[src/include/aes_macros.svh]
////////////////////////////////////////////////////////////
// AES engine parameters
// Block, key and register-bus widths, the register map
// offsets and the number of cipher rounds
////////////////////////////////////////////////////////////
`ifndef AES_MACROS_SVH
`define AES_MACROS_SVH

// Cipher widths
`define AES_BLOCK_W 128
`define AES_KEY_W 128
`define AES_NROUNDS 10

// AXI4-Lite bus widths
`define LITE_ADDR_W 10
`define LITE_DATA_W 32

// Register offsets with KEY0 as the most significant key word
`define REG_KEY0 10'h000
`define REG_KEY1 10'h004
`define REG_KEY2 10'h008
`define REG_KEY3 10'h00c
`define REG_CTRL 10'h010
`define REG_STATUS 10'h014
`define REG_COUNT 10'h018

`endif

[src/hw/aes_pkg.sv]
////////////////////////////////////////////////////////////
// AES-128 types and round functions
// Byte 0 of a block is its most significant byte, state is
// stored column by column as in FIPS-197
////////////////////////////////////////////////////////////
`default_nettype none

`include "aes_macros.svh"

package aes_pkg;

   typedef logic [`AES_BLOCK_W-1:0] aes_block_t;
   typedef logic [`AES_KEY_W-1:0] aes_key_t;
   // Element 0 is the cipher key itself
   typedef aes_key_t [0:`AES_NROUNDS] round_keys_t;
   typedef enum logic {KS_IDLE, KS_EXPAND} ks_state_t;

   // Multiply by x modulo the AES polynomial
   function automatic logic [7:0] xtime(input logic [7:0] b);
      return {b[6:0], 1'b0} ^ (b[7] ? 8'h1b : 8'h00);
   endfunction

   function automatic logic [7:0] gf_mul(input logic [7:0] a, input logic [7:0] b);
      logic [7:0] p;
      logic [7:0] x;
      p = 8'h00;
      x = a;
      for (int i = 0; i < 8; i++) begin
         if (b[i])
            p = p ^ x;
         x = xtime(x);
      end
      return p;
   endfunction

   // Inverse as x^254, then the affine map
   function automatic logic [7:0] sbox(input logic [7:0] x);
      logic [7:0] inv;
      logic [7:0] sq;
      inv = 8'h01;
      sq = x;
      for (int i = 1; i < 8; i++) begin
         sq = gf_mul(sq, sq);
         inv = gf_mul(inv, sq);
      end
      return inv ^ {inv[6:0], inv[7]} ^ {inv[5:0], inv[7:6]}
             ^ {inv[4:0], inv[7:5]} ^ {inv[3:0], inv[7:4]} ^ 8'h63;
   endfunction

   function automatic aes_block_t sub_bytes(input aes_block_t s);
      aes_block_t o;
      for (int i = 0; i < 16; i++)
         o[8*i +: 8] = sbox(s[8*i +: 8]);
      return o;
   endfunction

   // Row r rotates left by r columns
   function automatic aes_block_t shift_rows(input aes_block_t s);
      aes_block_t o;
      for (int c = 0; c < 4; c++) begin
         for (int r = 0; r < 4; r++)
            o[127-8*(4*c+r) -: 8] = s[127-8*(4*((c+r)%4)+r) -: 8];
      end
      return o;
   endfunction

   function automatic aes_block_t mix_columns(input aes_block_t s);
      aes_block_t o;
      logic [7:0] a0, a1, a2, a3;
      for (int c = 0; c < 4; c++) begin
         {a0, a1, a2, a3} = s[127-32*c -: 32];
         o[127-32*c -: 32] = {xtime(a0) ^ xtime(a1) ^ a1 ^ a2 ^ a3,
                              a0 ^ xtime(a1) ^ xtime(a2) ^ a2 ^ a3,
                              a0 ^ a1 ^ xtime(a2) ^ xtime(a3) ^ a3,
                              xtime(a0) ^ a0 ^ a1 ^ a2 ^ xtime(a3)};
      end
      return o;
   endfunction

   // RotWord, SubWord and Rcon on the last word, then the word chain
   function automatic aes_key_t next_round_key(input aes_key_t k, input logic [7:0] rcon);
      logic [31:0] t;
      logic [31:0] w0, w1, w2, w3;
      t = {sbox(k[23:16]), sbox(k[15:8]), sbox(k[7:0]), sbox(k[31:24])}
          ^ {rcon, 24'h000000};
      w0 = k[127:96] ^ t;
      w1 = k[95:64] ^ w0;
      w2 = k[63:32] ^ w1;
      w3 = k[31:0] ^ w2;
      return {w0, w1, w2, w3};
   endfunction

endpackage

`default_nettype wire

[src/hw/aes_key_schedule.sv]
////////////////////////////////////////////////////////////
// Iterative AES-128 key expansion
// Loads the cipher key as round key 0 and derives one more
// round key per cycle
////////////////////////////////////////////////////////////
`timescale 1ns/10ps
`default_nettype none

`include "aes_macros.svh"

module aes_key_schedule (
   input  wire                    aclk,
   input  wire                    reset,
   input  wire aes_pkg::aes_key_t key,
   input  wire                    key_load,
   output aes_pkg::round_keys_t   round_keys,
   output logic                   key_busy,
   output logic                   key_ready
);
   import aes_pkg::*;

   ks_state_t state;
   // Index of the round key being computed
   logic [3:0] round_cnt;
   logic [7:0] rcon;

   assign key_busy = (state == KS_EXPAND);

   always_ff @(posedge aclk) begin
      if (reset) begin
         state <= KS_IDLE;
         round_cnt <= '0;
         rcon <= 8'h01;
         key_ready <= 1'b0;
      end else begin
         case (state)
            KS_IDLE: begin
               if (key_load) begin
                  state <= KS_EXPAND;
                  round_cnt <= 4'd1;
                  rcon <= 8'h01;
                  key_ready <= 1'b0;
               end
            end
            KS_EXPAND: begin
               rcon <= xtime(rcon);
               if (round_cnt == `AES_NROUNDS) begin
                  state <= KS_IDLE;
                  round_cnt <= '0;
                  key_ready <= 1'b1;
               end else begin
                  round_cnt <= round_cnt + 4'd1;
               end
            end
            default: state <= KS_IDLE;
         endcase
      end
   end

   // Loads while busy are dropped
   always_ff @(posedge aclk) begin
      if (state == KS_IDLE && key_load)
         round_keys[0] <= key;
      else if (state == KS_EXPAND)
         round_keys[round_cnt] <= next_round_key(round_keys[round_cnt - 4'd1], rcon);
   end

   round_cnt_range: assert property (@(posedge aclk) disable iff (reset)
      round_cnt <= `AES_NROUNDS);

endmodule

`default_nettype wire

[config.mk]
export PLATFORM = sky130hd
export DESIGN_NAME = aes_key_schedule
export DESIGN_NICKNAME = d
export VERILOG_FILES = /design/src/hw/aes_pkg.sv /design/src/hw/aes_key_schedule.sv
export VERILOG_INCLUDE_DIRS = /design/src /design/src/include
export SDC_FILE = /design/constraint.sdc
export NUM_CORES = 2
export LEC_CHECK = 0
export ABC_AREA = 0
export BUFFER_PORTS_ARGS = -buffer_cell sky130_fd_sc_hd__buf_2
export CAP_MARGIN = 20
export CORE_AREA = 5 5 595 597
export DETAILED_ROUTE_END_ITERATION = 6
export DIE_AREA = 0 0 600 602
export HOLD_SLACK_MARGIN = 0.03
export SLEW_MARGIN = 20
export SYNTH_ARGS = -nofsm -noshare
export SYNTH_HDL_FRONTEND = slang
export SYNTH_SLANG_ARGS = --single-unit
[constraint.sdc]
create_clock -name aclk -period 48.7 [get_ports aclk]
set_clock_uncertainty 0.1 [all_clocks]
set_input_delay 9.74 -clock aclk [delete_from_list [all_inputs] [get_ports aclk]]
set_output_delay 9.74 -clock aclk [all_outputs]
set_load 0.02 [all_outputs]
==> metrics.cfg <==
[layout]
drive_gt1_frac = 0.247
n_fill_cell = 34398
synthToLayoutAreaGrowth_pct = 17.8
layout.nets = 12360

[yosys]
synth_most_common_cell = xnor2_1
synth_nets = 10907
ys_types = 138
netlist_instances = 10752
synthTopCellsByArea = edfxtp_1, xnor2_1, xnor3_1
async_reset_ff_frac = 0
synth_edf_count = 1408
synthTopCellsByCount = xnor2_1, edfxtp_1, nor2_1, nand2_1, a21oi_1
ys_warn_count = 0
ys_ff_latch = 1422
synth.largest_area_cell = edfxtp_1
syn_area_sq_mm = 0.114
synth_ff_type = edfxtp_1
syn_avg_cell_area_sq_um = 10.6
ys_seq_area_frac = 0.372
synth_top_area_share = 0.370

[setup_path]
setup.worst_path.start_class = flop
crit_top_cell = xnor2_1
max_stage_delay_ps = 910
r2r_slack_ps = 24020
cp.required_ps = 49080
cp_max_fo = 37
worst-setup-path-type = flop to flop
worst_ep_arrival_time_ps = 25060
end_kind = flop
cp_slowest_cell = xnor2_2

[die]
dieArea_sq_mm = 0.361
ios = 1541
initial_core_util = 0.328
die_h_um = 602
coreArea_sq_mm = 0.348
row_count = 217
die_w_um = 600

[routing]
ant_nets = 0
vias = 99053
wl_per_cell_um = 35.0
detail_route.iter0.violations = 13448
firstDrtPassIters = 6
vias_per_cell = 5.83
wl_mm = 594
remaining_drc_errors = 0

[timing]
worst_pin_slew_ps = 1210
setup_tns_ps = 0
maxSlewHeadroom = 0.192
timing.final.crit_period_ps = 24680
final.period_utilization = 0.507
clock.fmax_ghz = 0.0405
final_hold_viol_count = 0
setup_viol = 0
final_max_slew_viol_count = 0
rsz0062_at_grt = no

[clock_tree]
ctsResizeCount = 0
htree_levels = 4
cts_hold_buf = 0
clk_pin_slew_ps = 60
post-cts-setup-buffers = 0
cts_made_buffers = 165
clockBufferDepth = 4
cts_tree = built
cts_root_buffer = clkbuf_16
clock-sinks = 1422
insertion_delay_ps = 910

[global_routing]
grt_pass1_wl_mm = 788
grt_pass1_vias = 90164
overflow = 0
grt_max_degree = 104
grt_antenna_before_repair = 91
track_usage = 0.312

[run]
maxCapViolCount = 0

[placement]
gp_congestion = 1.00
dp_hpwl_mm = 460
place.port_buffers = 1540

[hold_path]
hp-class = flop to flop

[run_status]
outcome = completed

cell usage in the layout (no fill, tap or decap), drive strengths merged, types with 111 or more instances in the layout:
cell type	n
a21oi	491
a31oi	130
buf	1952
clkbuf	194
edfxtp	1408
mux2i	388
mux4	245
nand2	992
nand3	238
nor2	1217
nor3	243
o21ai	470
o22ai	111
xnor2	1835
xnor3	300
xor2	516
per-stage QoR:
step,cell area (sq um),util,instances,worst slack [ps],hold slack (ps)
after global placement,129000,0.371,16636,24700,382
after global routing,135000,0.387,16964,22530,451
after floorplan,114000,-,10752,28060,393
after detailed placement,129000,0.371,16636,24310,378
after CTS,134000,0.386,16929,24280,390
final,135000,0.387,16976,24020,395
worst max-delay path: cells and delay by family, from the launching register on:
family                   cells  cell delay (ps)
adder cells (fa/ha/maj)      5             2610
buffers and inverters       10             3020
XOR/XNOR                    31            12250
AO/OA/AOI/OAI               10             3540
multiplexers                 2              480
flip-flops                   1              620
AND/OR/NAND/NOR              9             1520
registers in the layout, indices dropped and copies added, names as in the netlist:
signal / flops
key_busy: 1
key_ready: 1
rcon: 8
round_cnt: 4
round_keys: 1408
final timing paths:
kind                        startpoint                         to  depth (start not counted)
min reg2reg     key_ready$_SDFFE_PP0P_     key_ready$_SDFFE_PP0P_                          2
min             key_ready$_SDFFE_PP0P_     key_ready$_SDFFE_PP0P_                          2
max          round_cnt[0]$_SDFFE_PP0P_  round_keys[542]$_DFFE_PP_                         67
max reg2reg  round_cnt[0]$_SDFFE_PP0P_  round_keys[542]$_DFFE_PP_                         67
routing by layer:
metal / share of wire / up-vias / global-route usage
met5: 0.00056 / - / 0
met4: 0.088 / 36 / 0.215
met3: 0.13 / 1135 / 0.121
met2: 0.42 / 6385 / 0.451
met1: 0.37 / 49666 / 0.382
li1: - / 41831 / -
cell families after synthesis:
logic type,count (synthesis),synth area share
AO/OA/AOI/OAI,1956,0.112
XOR/XNOR,2696,0.269
adder cells (fa/ha/maj),30,0.00315
buffers and inverters,774,0.0300
flip-flops,1422,0.372
multiplexers,709,0.0900
AND/OR/NAND/NOR,3165,0.123
final cells by class:
class,count,area [sq um],share of cell area
antenna,46,115,0.000855
clock buffer,194,4260,0.0316
clock inverter,99,1050,0.00777
inverter,108,413,0.00307
multi-input combinational,8556,69600,0.517
sequential,1422,42600,0.316
tap,4599,5750,0.0427
timing repair buffer,1952,10900,0.0809
Power is not shown: default switching activity piles up to over one toggle a cycle in this logic, so the estimate is an artifact.
