[config.mk]
export PLATFORM = sky130hd
export DESIGN_NAME = aes_lite_regs
export DESIGN_NICKNAME = d
export VERILOG_FILES = /design/src/hw/axi_pkg.sv /design/src/hw/aes_pkg.sv /design/src/hw/aes_lite_regs.sv
export VERILOG_INCLUDE_DIRS = /design/src /design/src/include
export SDC_FILE = /design/constraint.sdc
export NUM_CORES = 1
export LEC_CHECK = 0
export ABC_AREA = 1
export BUFFER_PORTS_ARGS = -buffer_cell sky130_fd_sc_hd__buf_2
export CORE_UTILIZATION = 58
export CTS_CLUSTER_SIZE = 8
export DETAILED_ROUTE_END_ITERATION = 7
export PLACE_DENSITY = 0.86
export SKIP_CTS_REPAIR_TIMING = 1
export SLEW_MARGIN = 25
export SYNTH_ARGS = -nofsm -noshare
export SYNTH_HDL_FRONTEND = slang
export SYNTH_SLANG_ARGS = --single-unit
export TNS_END_PERCENT = 20
[constraint.sdc]
create_clock -name aclk -period 3.9 [get_ports aclk]
set_input_delay 0.195 -clock aclk [delete_from_list [all_inputs] [get_ports aclk]]
set_output_delay 0.195 -clock aclk [all_outputs]
set_load 0.01 [all_outputs]
[src/include/aes_macros.svh]
////////////////////////////////////////////////////////////
// AES engine parameters
// Block, key and register-bus widths, the register map
// offsets and the number of cipher rounds
////////////////////////////////////////////////////////////
`ifndef AES_MACROS_SVH
`define AES_MACROS_SVH

// Cipher widths
`define AES_BLOCK_W 128
`define AES_KEY_W 128
`define AES_NROUNDS 10

// AXI4-Lite bus widths
`define LITE_ADDR_W 10
`define LITE_DATA_W 32

// Register offsets with KEY0 as the most significant key word
`define REG_KEY0 10'h000
`define REG_KEY1 10'h004
`define REG_KEY2 10'h008
`define REG_KEY3 10'h00c
`define REG_CTRL 10'h010
`define REG_STATUS 10'h014
`define REG_COUNT 10'h018

`endif

[src/hw/axi_pkg.sv]
////////////////////////////////////////////////////////////
// AXI4-Lite register bus types
// Address, data word and response code
////////////////////////////////////////////////////////////
`default_nettype none

`include "aes_macros.svh"

package axi_pkg;

   typedef logic [`LITE_ADDR_W-1:0] lite_addr_t;
   typedef logic [`LITE_DATA_W-1:0] lite_data_t;
   typedef logic [1:0] resp_t;

   // Response codes
   localparam resp_t RESP_OKAY = 2'b00;
   localparam resp_t RESP_SLVERR = 2'b10;

endpackage

`default_nettype wire

[src/hw/aes_pkg.sv]
////////////////////////////////////////////////////////////
// AES-128 types and round functions
// Byte 0 of a block is its most significant byte, state is
// stored column by column as in FIPS-197
////////////////////////////////////////////////////////////
`default_nettype none

`include "aes_macros.svh"

package aes_pkg;

   typedef logic [`AES_BLOCK_W-1:0] aes_block_t;
   typedef logic [`AES_KEY_W-1:0] aes_key_t;
   // Element 0 is the cipher key itself
   typedef aes_key_t [0:`AES_NROUNDS] round_keys_t;
   typedef enum logic {KS_IDLE, KS_EXPAND} ks_state_t;

   // Multiply by x modulo the AES polynomial
   function automatic logic [7:0] xtime(input logic [7:0] b);
      return {b[6:0], 1'b0} ^ (b[7] ? 8'h1b : 8'h00);
   endfunction

   function automatic logic [7:0] gf_mul(input logic [7:0] a, input logic [7:0] b);
      logic [7:0] p;
      logic [7:0] x;
      p = 8'h00;
      x = a;
      for (int i = 0; i < 8; i++) begin
         if (b[i])
            p = p ^ x;
         x = xtime(x);
      end
      return p;
   endfunction

   // Inverse as x^254, then the affine map
   function automatic logic [7:0] sbox(input logic [7:0] x);
      logic [7:0] inv;
      logic [7:0] sq;
      inv = 8'h01;
      sq = x;
      for (int i = 1; i < 8; i++) begin
         sq = gf_mul(sq, sq);
         inv = gf_mul(inv, sq);
      end
      return inv ^ {inv[6:0], inv[7]} ^ {inv[5:0], inv[7:6]}
             ^ {inv[4:0], inv[7:5]} ^ {inv[3:0], inv[7:4]} ^ 8'h63;
   endfunction

   function automatic aes_block_t sub_bytes(input aes_block_t s);
      aes_block_t o;
      for (int i = 0; i < 16; i++)
         o[8*i +: 8] = sbox(s[8*i +: 8]);
      return o;
   endfunction

   // Row r rotates left by r columns
   function automatic aes_block_t shift_rows(input aes_block_t s);
      aes_block_t o;
      for (int c = 0; c < 4; c++) begin
         for (int r = 0; r < 4; r++)
            o[127-8*(4*c+r) -: 8] = s[127-8*(4*((c+r)%4)+r) -: 8];
      end
      return o;
   endfunction

   function automatic aes_block_t mix_columns(input aes_block_t s);
      aes_block_t o;
      logic [7:0] a0, a1, a2, a3;
      for (int c = 0; c < 4; c++) begin
         {a0, a1, a2, a3} = s[127-32*c -: 32];
         o[127-32*c -: 32] = {xtime(a0) ^ xtime(a1) ^ a1 ^ a2 ^ a3,
                              a0 ^ xtime(a1) ^ xtime(a2) ^ a2 ^ a3,
                              a0 ^ a1 ^ xtime(a2) ^ xtime(a3) ^ a3,
                              xtime(a0) ^ a0 ^ a1 ^ a2 ^ xtime(a3)};
      end
      return o;
   endfunction

   // RotWord, SubWord and Rcon on the last word, then the word chain
   function automatic aes_key_t next_round_key(input aes_key_t k, input logic [7:0] rcon);
      logic [31:0] t;
      logic [31:0] w0, w1, w2, w3;
      t = {sbox(k[23:16]), sbox(k[15:8]), sbox(k[7:0]), sbox(k[31:24])}
          ^ {rcon, 24'h000000};
      w0 = k[127:96] ^ t;
      w1 = k[95:64] ^ w0;
      w2 = k[63:32] ^ w1;
      w3 = k[31:0] ^ w2;
      return {w0, w1, w2, w3};
   endfunction

endpackage

`default_nettype wire

[src/hw/aes_lite_regs.sv]
////////////////////////////////////////////////////////////
// AXI4-Lite register slave of the AES engine
// Holds the key words, decodes CTRL into a load pulse,
// reports key status and counts delivered blocks
////////////////////////////////////////////////////////////
`timescale 1ns/10ps
`default_nettype none

`include "aes_macros.svh"

module aes_lite_regs (
   input  wire                      aclk,
   input  wire                      reset,
   input  wire                      s_axi_lite_awvalid,
   input  wire axi_pkg::lite_addr_t s_axi_lite_awaddr,
   input  wire                      s_axi_lite_wvalid,
   input  wire axi_pkg::lite_data_t s_axi_lite_wdata,
   input  wire                      s_axi_lite_bready,
   input  wire                      s_axi_lite_arvalid,
   input  wire axi_pkg::lite_addr_t s_axi_lite_araddr,
   input  wire                      s_axi_lite_rready,
   input  wire                      key_busy,
   input  wire                      key_ready,
   input  wire                      block_done,
   output logic                     s_axi_lite_awready,
   output logic                     s_axi_lite_wready,
   output logic                     s_axi_lite_bvalid,
   output axi_pkg::resp_t           s_axi_lite_bresp,
   output logic                     s_axi_lite_arready,
   output logic                     s_axi_lite_rvalid,
   output axi_pkg::lite_data_t      s_axi_lite_rdata,
   output axi_pkg::resp_t           s_axi_lite_rresp,
   output aes_pkg::aes_key_t        key,
   output logic                     key_load
);
   import axi_pkg::*;

   // Word 0 sits in the top bits of the key
   lite_data_t [0:3] key_words;
   lite_data_t block_count;
   lite_data_t rd_word;
   logic wr_en;
   logic rd_en;
   logic wr_ok;
   logic rd_ok;

   // Address and data taken together with one outstanding response
   assign wr_en = s_axi_lite_awvalid & s_axi_lite_wvalid & ~s_axi_lite_bvalid;
   assign rd_en = s_axi_lite_arvalid & ~s_axi_lite_rvalid;
   assign s_axi_lite_awready = wr_en;
   assign s_axi_lite_wready = wr_en;
   assign s_axi_lite_arready = rd_en;

   assign wr_ok = s_axi_lite_awaddr inside {`REG_KEY0, `REG_KEY1, `REG_KEY2, `REG_KEY3,
                                            `REG_CTRL, `REG_STATUS, `REG_COUNT};
   // Start pulse in the accept cycle
   assign key_load = wr_en && (s_axi_lite_awaddr == `REG_CTRL) && s_axi_lite_wdata[0];
   assign key = key_words;

   // Read mux
   always_comb begin
      rd_word = '0;
      rd_ok = 1'b1;
      case (s_axi_lite_araddr)
         `REG_KEY0: rd_word = key_words[0];
         `REG_KEY1: rd_word = key_words[1];
         `REG_KEY2: rd_word = key_words[2];
         `REG_KEY3: rd_word = key_words[3];
         `REG_CTRL: rd_word = '0;
         `REG_STATUS: rd_word[1:0] = {key_busy, key_ready};
         `REG_COUNT: rd_word = block_count;
         default: rd_ok = 1'b0;
      endcase
   end

   // Only the key words take write data
   always_ff @(posedge aclk) begin
      if (reset) begin
         key_words <= '0;
      end else if (wr_en) begin
         case (s_axi_lite_awaddr)
            `REG_KEY0: key_words[0] <= s_axi_lite_wdata;
            `REG_KEY1: key_words[1] <= s_axi_lite_wdata;
            `REG_KEY2: key_words[2] <= s_axi_lite_wdata;
            `REG_KEY3: key_words[3] <= s_axi_lite_wdata;
            default: ;
         endcase
      end
   end

   // Response valids held until taken
   always_ff @(posedge aclk) begin
      if (reset) begin
         s_axi_lite_bvalid <= 1'b0;
         s_axi_lite_rvalid <= 1'b0;
      end else begin
         if (wr_en)
            s_axi_lite_bvalid <= 1'b1;
         else if (s_axi_lite_bready)
            s_axi_lite_bvalid <= 1'b0;
         if (rd_en)
            s_axi_lite_rvalid <= 1'b1;
         else if (s_axi_lite_rready)
            s_axi_lite_rvalid <= 1'b0;
      end
   end

   // Response payload
   always_ff @(posedge aclk) begin
      if (wr_en)
         s_axi_lite_bresp <= wr_ok ? RESP_OKAY : RESP_SLVERR;
      if (rd_en) begin
         s_axi_lite_rdata <= rd_word;
         s_axi_lite_rresp <= rd_ok ? RESP_OKAY : RESP_SLVERR;
      end
   end

   // One count per output transfer
   always_ff @(posedge aclk) begin
      if (reset)
         block_count <= '0;
      else if (block_done)
         block_count <= block_count + 1'b1;
   end

   bresp_held: assert property (@(posedge aclk) disable iff (reset)
      s_axi_lite_bvalid && !s_axi_lite_bready |=> s_axi_lite_bvalid);

   rdata_held: assert property (@(posedge aclk) disable iff (reset)
      s_axi_lite_rvalid && !s_axi_lite_rready |=> s_axi_lite_rvalid && $stable(s_axi_lite_rdata));

endmodule

`default_nettype wire

==> impl_metrics.tcl <==
set metrics [dict create \
    status "finished, final reports clean" \
    synthTopCellsByArea "dfxtp_1, nand2_1, nor2_1" \
    dr.pass1.iters 7 \
    core-area_mm2 0.01583 \
    htree_levels 4 \
    fmax_ghz 0.5133 \
    tritoncts "built" \
    ir_drop_mv 0.3412 \
    synthCells 1476 \
    syn_area_mm2 0.009385 \
    place_area_mm2 0.01071 \
    dp_slack_ns 1.719 \
    worstSkewPairLatency_ns 0.44 \
    reg2regPathDepth 6 \
    fin_util_pct 71.33 \
    diodes 0 \
    timing.final.ws_setup_ns 1.952 \
    min-delay-path-class "input pin to flip-flop" \
    ys_seq_area_share_pct 45.43 \
    wire_per_inst_um 15.23 \
    synth_warnings 0 \
    finClkSkew_ns 0.009481 \
    drv_slew 0 \
    syn2layout_area_growth_pct 20.29 \
    crit_fanout 48 \
    ys_async_sr_fraction_pct 0 \
    min_period_over_period_pct 49.96 \
    synth_top_area_cell "dfxtp_1" \
    drive_gt1_share_pct 16.66 \
    max_cap_viol_count 0 \
    portBuffers 229 \
    cp_slowest_cell "buf_4" \
    regArea_mm2 0.004264 \
    ff2ff_setup_slack_ns 1.95 \
    num_vias 9907 \
    min_to "s_axi_lite_bvalid" \
    max_stage_delay_ns 0.46 \
    grt_usage_pct 35.28 \
    hold_viol 0 \
    synthFlopType "dfxtp_1" \
    internal-power_mw 3.145 \
    grt_pass1_wl_mm 44.91 \
    die_w_um 129.2 \
    path_clk_slew_ns 0.07 \
    period_minus_slack_ns 1.948 \
    design_area_mm2 0.01129 \
    grt_max_degree 84 \
    place_congestion 0.9437 \
    route.detailed.drc 0 \
    drtIter0Drc 890 \
    postSynthAreaPerCell_um2 6.359 \
    synth-edff-count 34 \
    grtUsageMet3_pct 6.152 \
    vias_per_cell 5.190 \
    die_area_mm2 0.01669 \
    synth_cell_types 27 \
    use_met2_pct 56.64 \
    grt_use_met1_pct 46.87 \
    tightest_slew_ns 0.9642 \
    switching_share_pct 21.96 \
    nets 1743 \
    yosys-top-cells-count "nand2_1, nor2_1, inv_1, dfxtp_1, nand3_1" \
    min_delay_path_depth 4 \
    p_comb_share_pct 4.2 \
    p_seq_share_pct 51.8 \
    cp_top_family "simple AND/OR/NAND/NOR gates" \
    num_rows 46 \
    crit_type "flip-flop to flip-flop" \
    rsz0062_at_grt "false" \
    dp_hpwl_mm 19.37 \
    yosysMostFrequentCell "nand2_1" \
    power.switching_mw 0.8850 \
    yosys_register_bits 196 \
    crit_path_end_kind "flip-flop" \
    p_per_area_mw_per_mm2 357.0 \
    cp_num_cells 6 \
    multi_input_comb_area_mm2 0.004207 \
    die_h_um 129.2 \
    p_clk_share_pct 43.9 \
    cts-root-buf "clkbuf_16" \
    cp-start-kind "flip-flop" \
    setup_tns_ns 0 \
    grt_pass1_vias 8867 \
    regToRegEndpoint "key[77]" \
    pin_count 232 \
    relSlewSlack_pct 35.48 \
    total_power_mw 4.030 \
    path_cells "nor2_2 -> nand3_2 -> buf_4 -> nand2_1 -> nand2_1 -> nor2_1" \
    path_buf_inv 1 \
    cts_made_buffers 17 \
    antenna_found_initial 0 \
    leakage_nw 6.182 \
    cp_common_cell "nand2_1" \
    cts_buffer_depth 2 \
    worstHoldStart "s_axi_lite_bready" \
    grt_busiest_layer "met2" \
    numClockSinks 196 \
    wl_mm 29.08 \
    cp.required_ns 4.27 \
    finalSetupViolCount 0 \
    start_util_pct 59.30 \
    grt_overflow_total 0 \
    r2r-start "s_axi_lite_bvalid" \
    synth_top_area_share_pct 34.56 \
    postRouteAntennaNets 0 \
    arrival_ns 2.32 \
    nFillCells 1302 \
]
==> logic make-up after synthesis <==
group / count (synthesis) / synth area share (%)
xor gates and xnor gates: 3 / 0.2800
DFF: 196 / 45.43
other: 1 / 0.03996
adders and majority gates: 1 / 0.1333
buffers and inverters: 239 / 9.999
AOI/OAI and AO/OA: 59 / 3.266
and+or+nand+nor: 977 / 40.85
==> placed cells by master (no fill, tap or decap), types with 2 or more instances in the layout <==
cell type / instances
o21a_1: 3
edfxtp_1: 34
o21ai_0: 29
bufinv_16: 3
nand3_1: 65
clkbuf_16: 17
nor3_1: 16
nor2_1: 380
a21oi_1: 25
clkbuf_1: 2
clkinv_1: 3
buf_2: 229
nand2_1: 494
dfxtp_1: 162
conb_1: 2
xor2_1: 2
nand4_1: 11
nor2_2: 4
nand3_2: 2
inv_1: 177
clkinv_2: 6
buf_4: 13
==> power by group through the flow <==
stage / clock network (mW) / logic, mW / registers (mW)
after floorplan: 0 / 0.0640 / 2.14
after CTS: 1.77 / 0.169 / 2.09
final: 1.77 / 0.171 / 2.09
after global placement: 0 / 0.161 / 2.14
after detailed placement: 0 / 0.168 / 2.13
after global routing: 1.86 / 0.184 / 2.09
==> final cells by class <==
cell class | count | share of cell area (%)
Clock buffer | 20 | 3.957
Clock inverter | 12 | 1.208
Inverter | 179 | 5.974
Multi-Input combinational cell | 1042 | 37.26
Sequential cell | 196 | 37.77
Tap cell | 216 | 2.394
Timing Repair Buffer | 244 | 11.44
==> tightest hold or removal path, stage by stage <==
cell and delay (ns):
buf_2 0.08, inv_1 0.03, nand2_1 0.04, a21oi_1 0.06
==> routing by layer <==
metal,part of all wire [%],up-vias
met5,0,-
met4,3.2,0
met3,9.5,67
met2,45,547
met1,42,4440
li1,-,4853
==> stage by stage <==
stage	hold slack, ns	instances
4_1_cts	0.01930	1909
6_report	0.02485	1909
5_1_grt	0.03453	1909
3_5_place_dp	0.4707	1877
3_3_place_gp	0.4528	1876
2_1_floorplan	0.2735	1477
==> how the worst max path moves through the flow <==
stage	start	slack, ns	endpoint
detailed placement	s_axi_lite_araddr[9]	1.72	s_axi_lite_rdata[24]
global placement	s_axi_lite_araddr[9]	1.81	s_axi_lite_rdata[26]
global route	s_axi_lite_bvalid	1.79	key[68]
floorplan	s_axi_lite_rvalid	1.56	s_axi_lite_rdata[0]
CTS	s_axi_lite_bvalid	1.99	key[83]
finish	s_axi_lite_bvalid	1.95	key[77]
==> flip-flops by register name (all words and copies together), names as in the netlist <==
name,count
block_count,32
key,128
s_axi_lite_bresp,1
s_axi_lite_bvalid,1
s_axi_lite_rdata,32
s_axi_lite_rresp,1
s_axi_lite_rvalid,1
(Power assumes the default switching activity.)
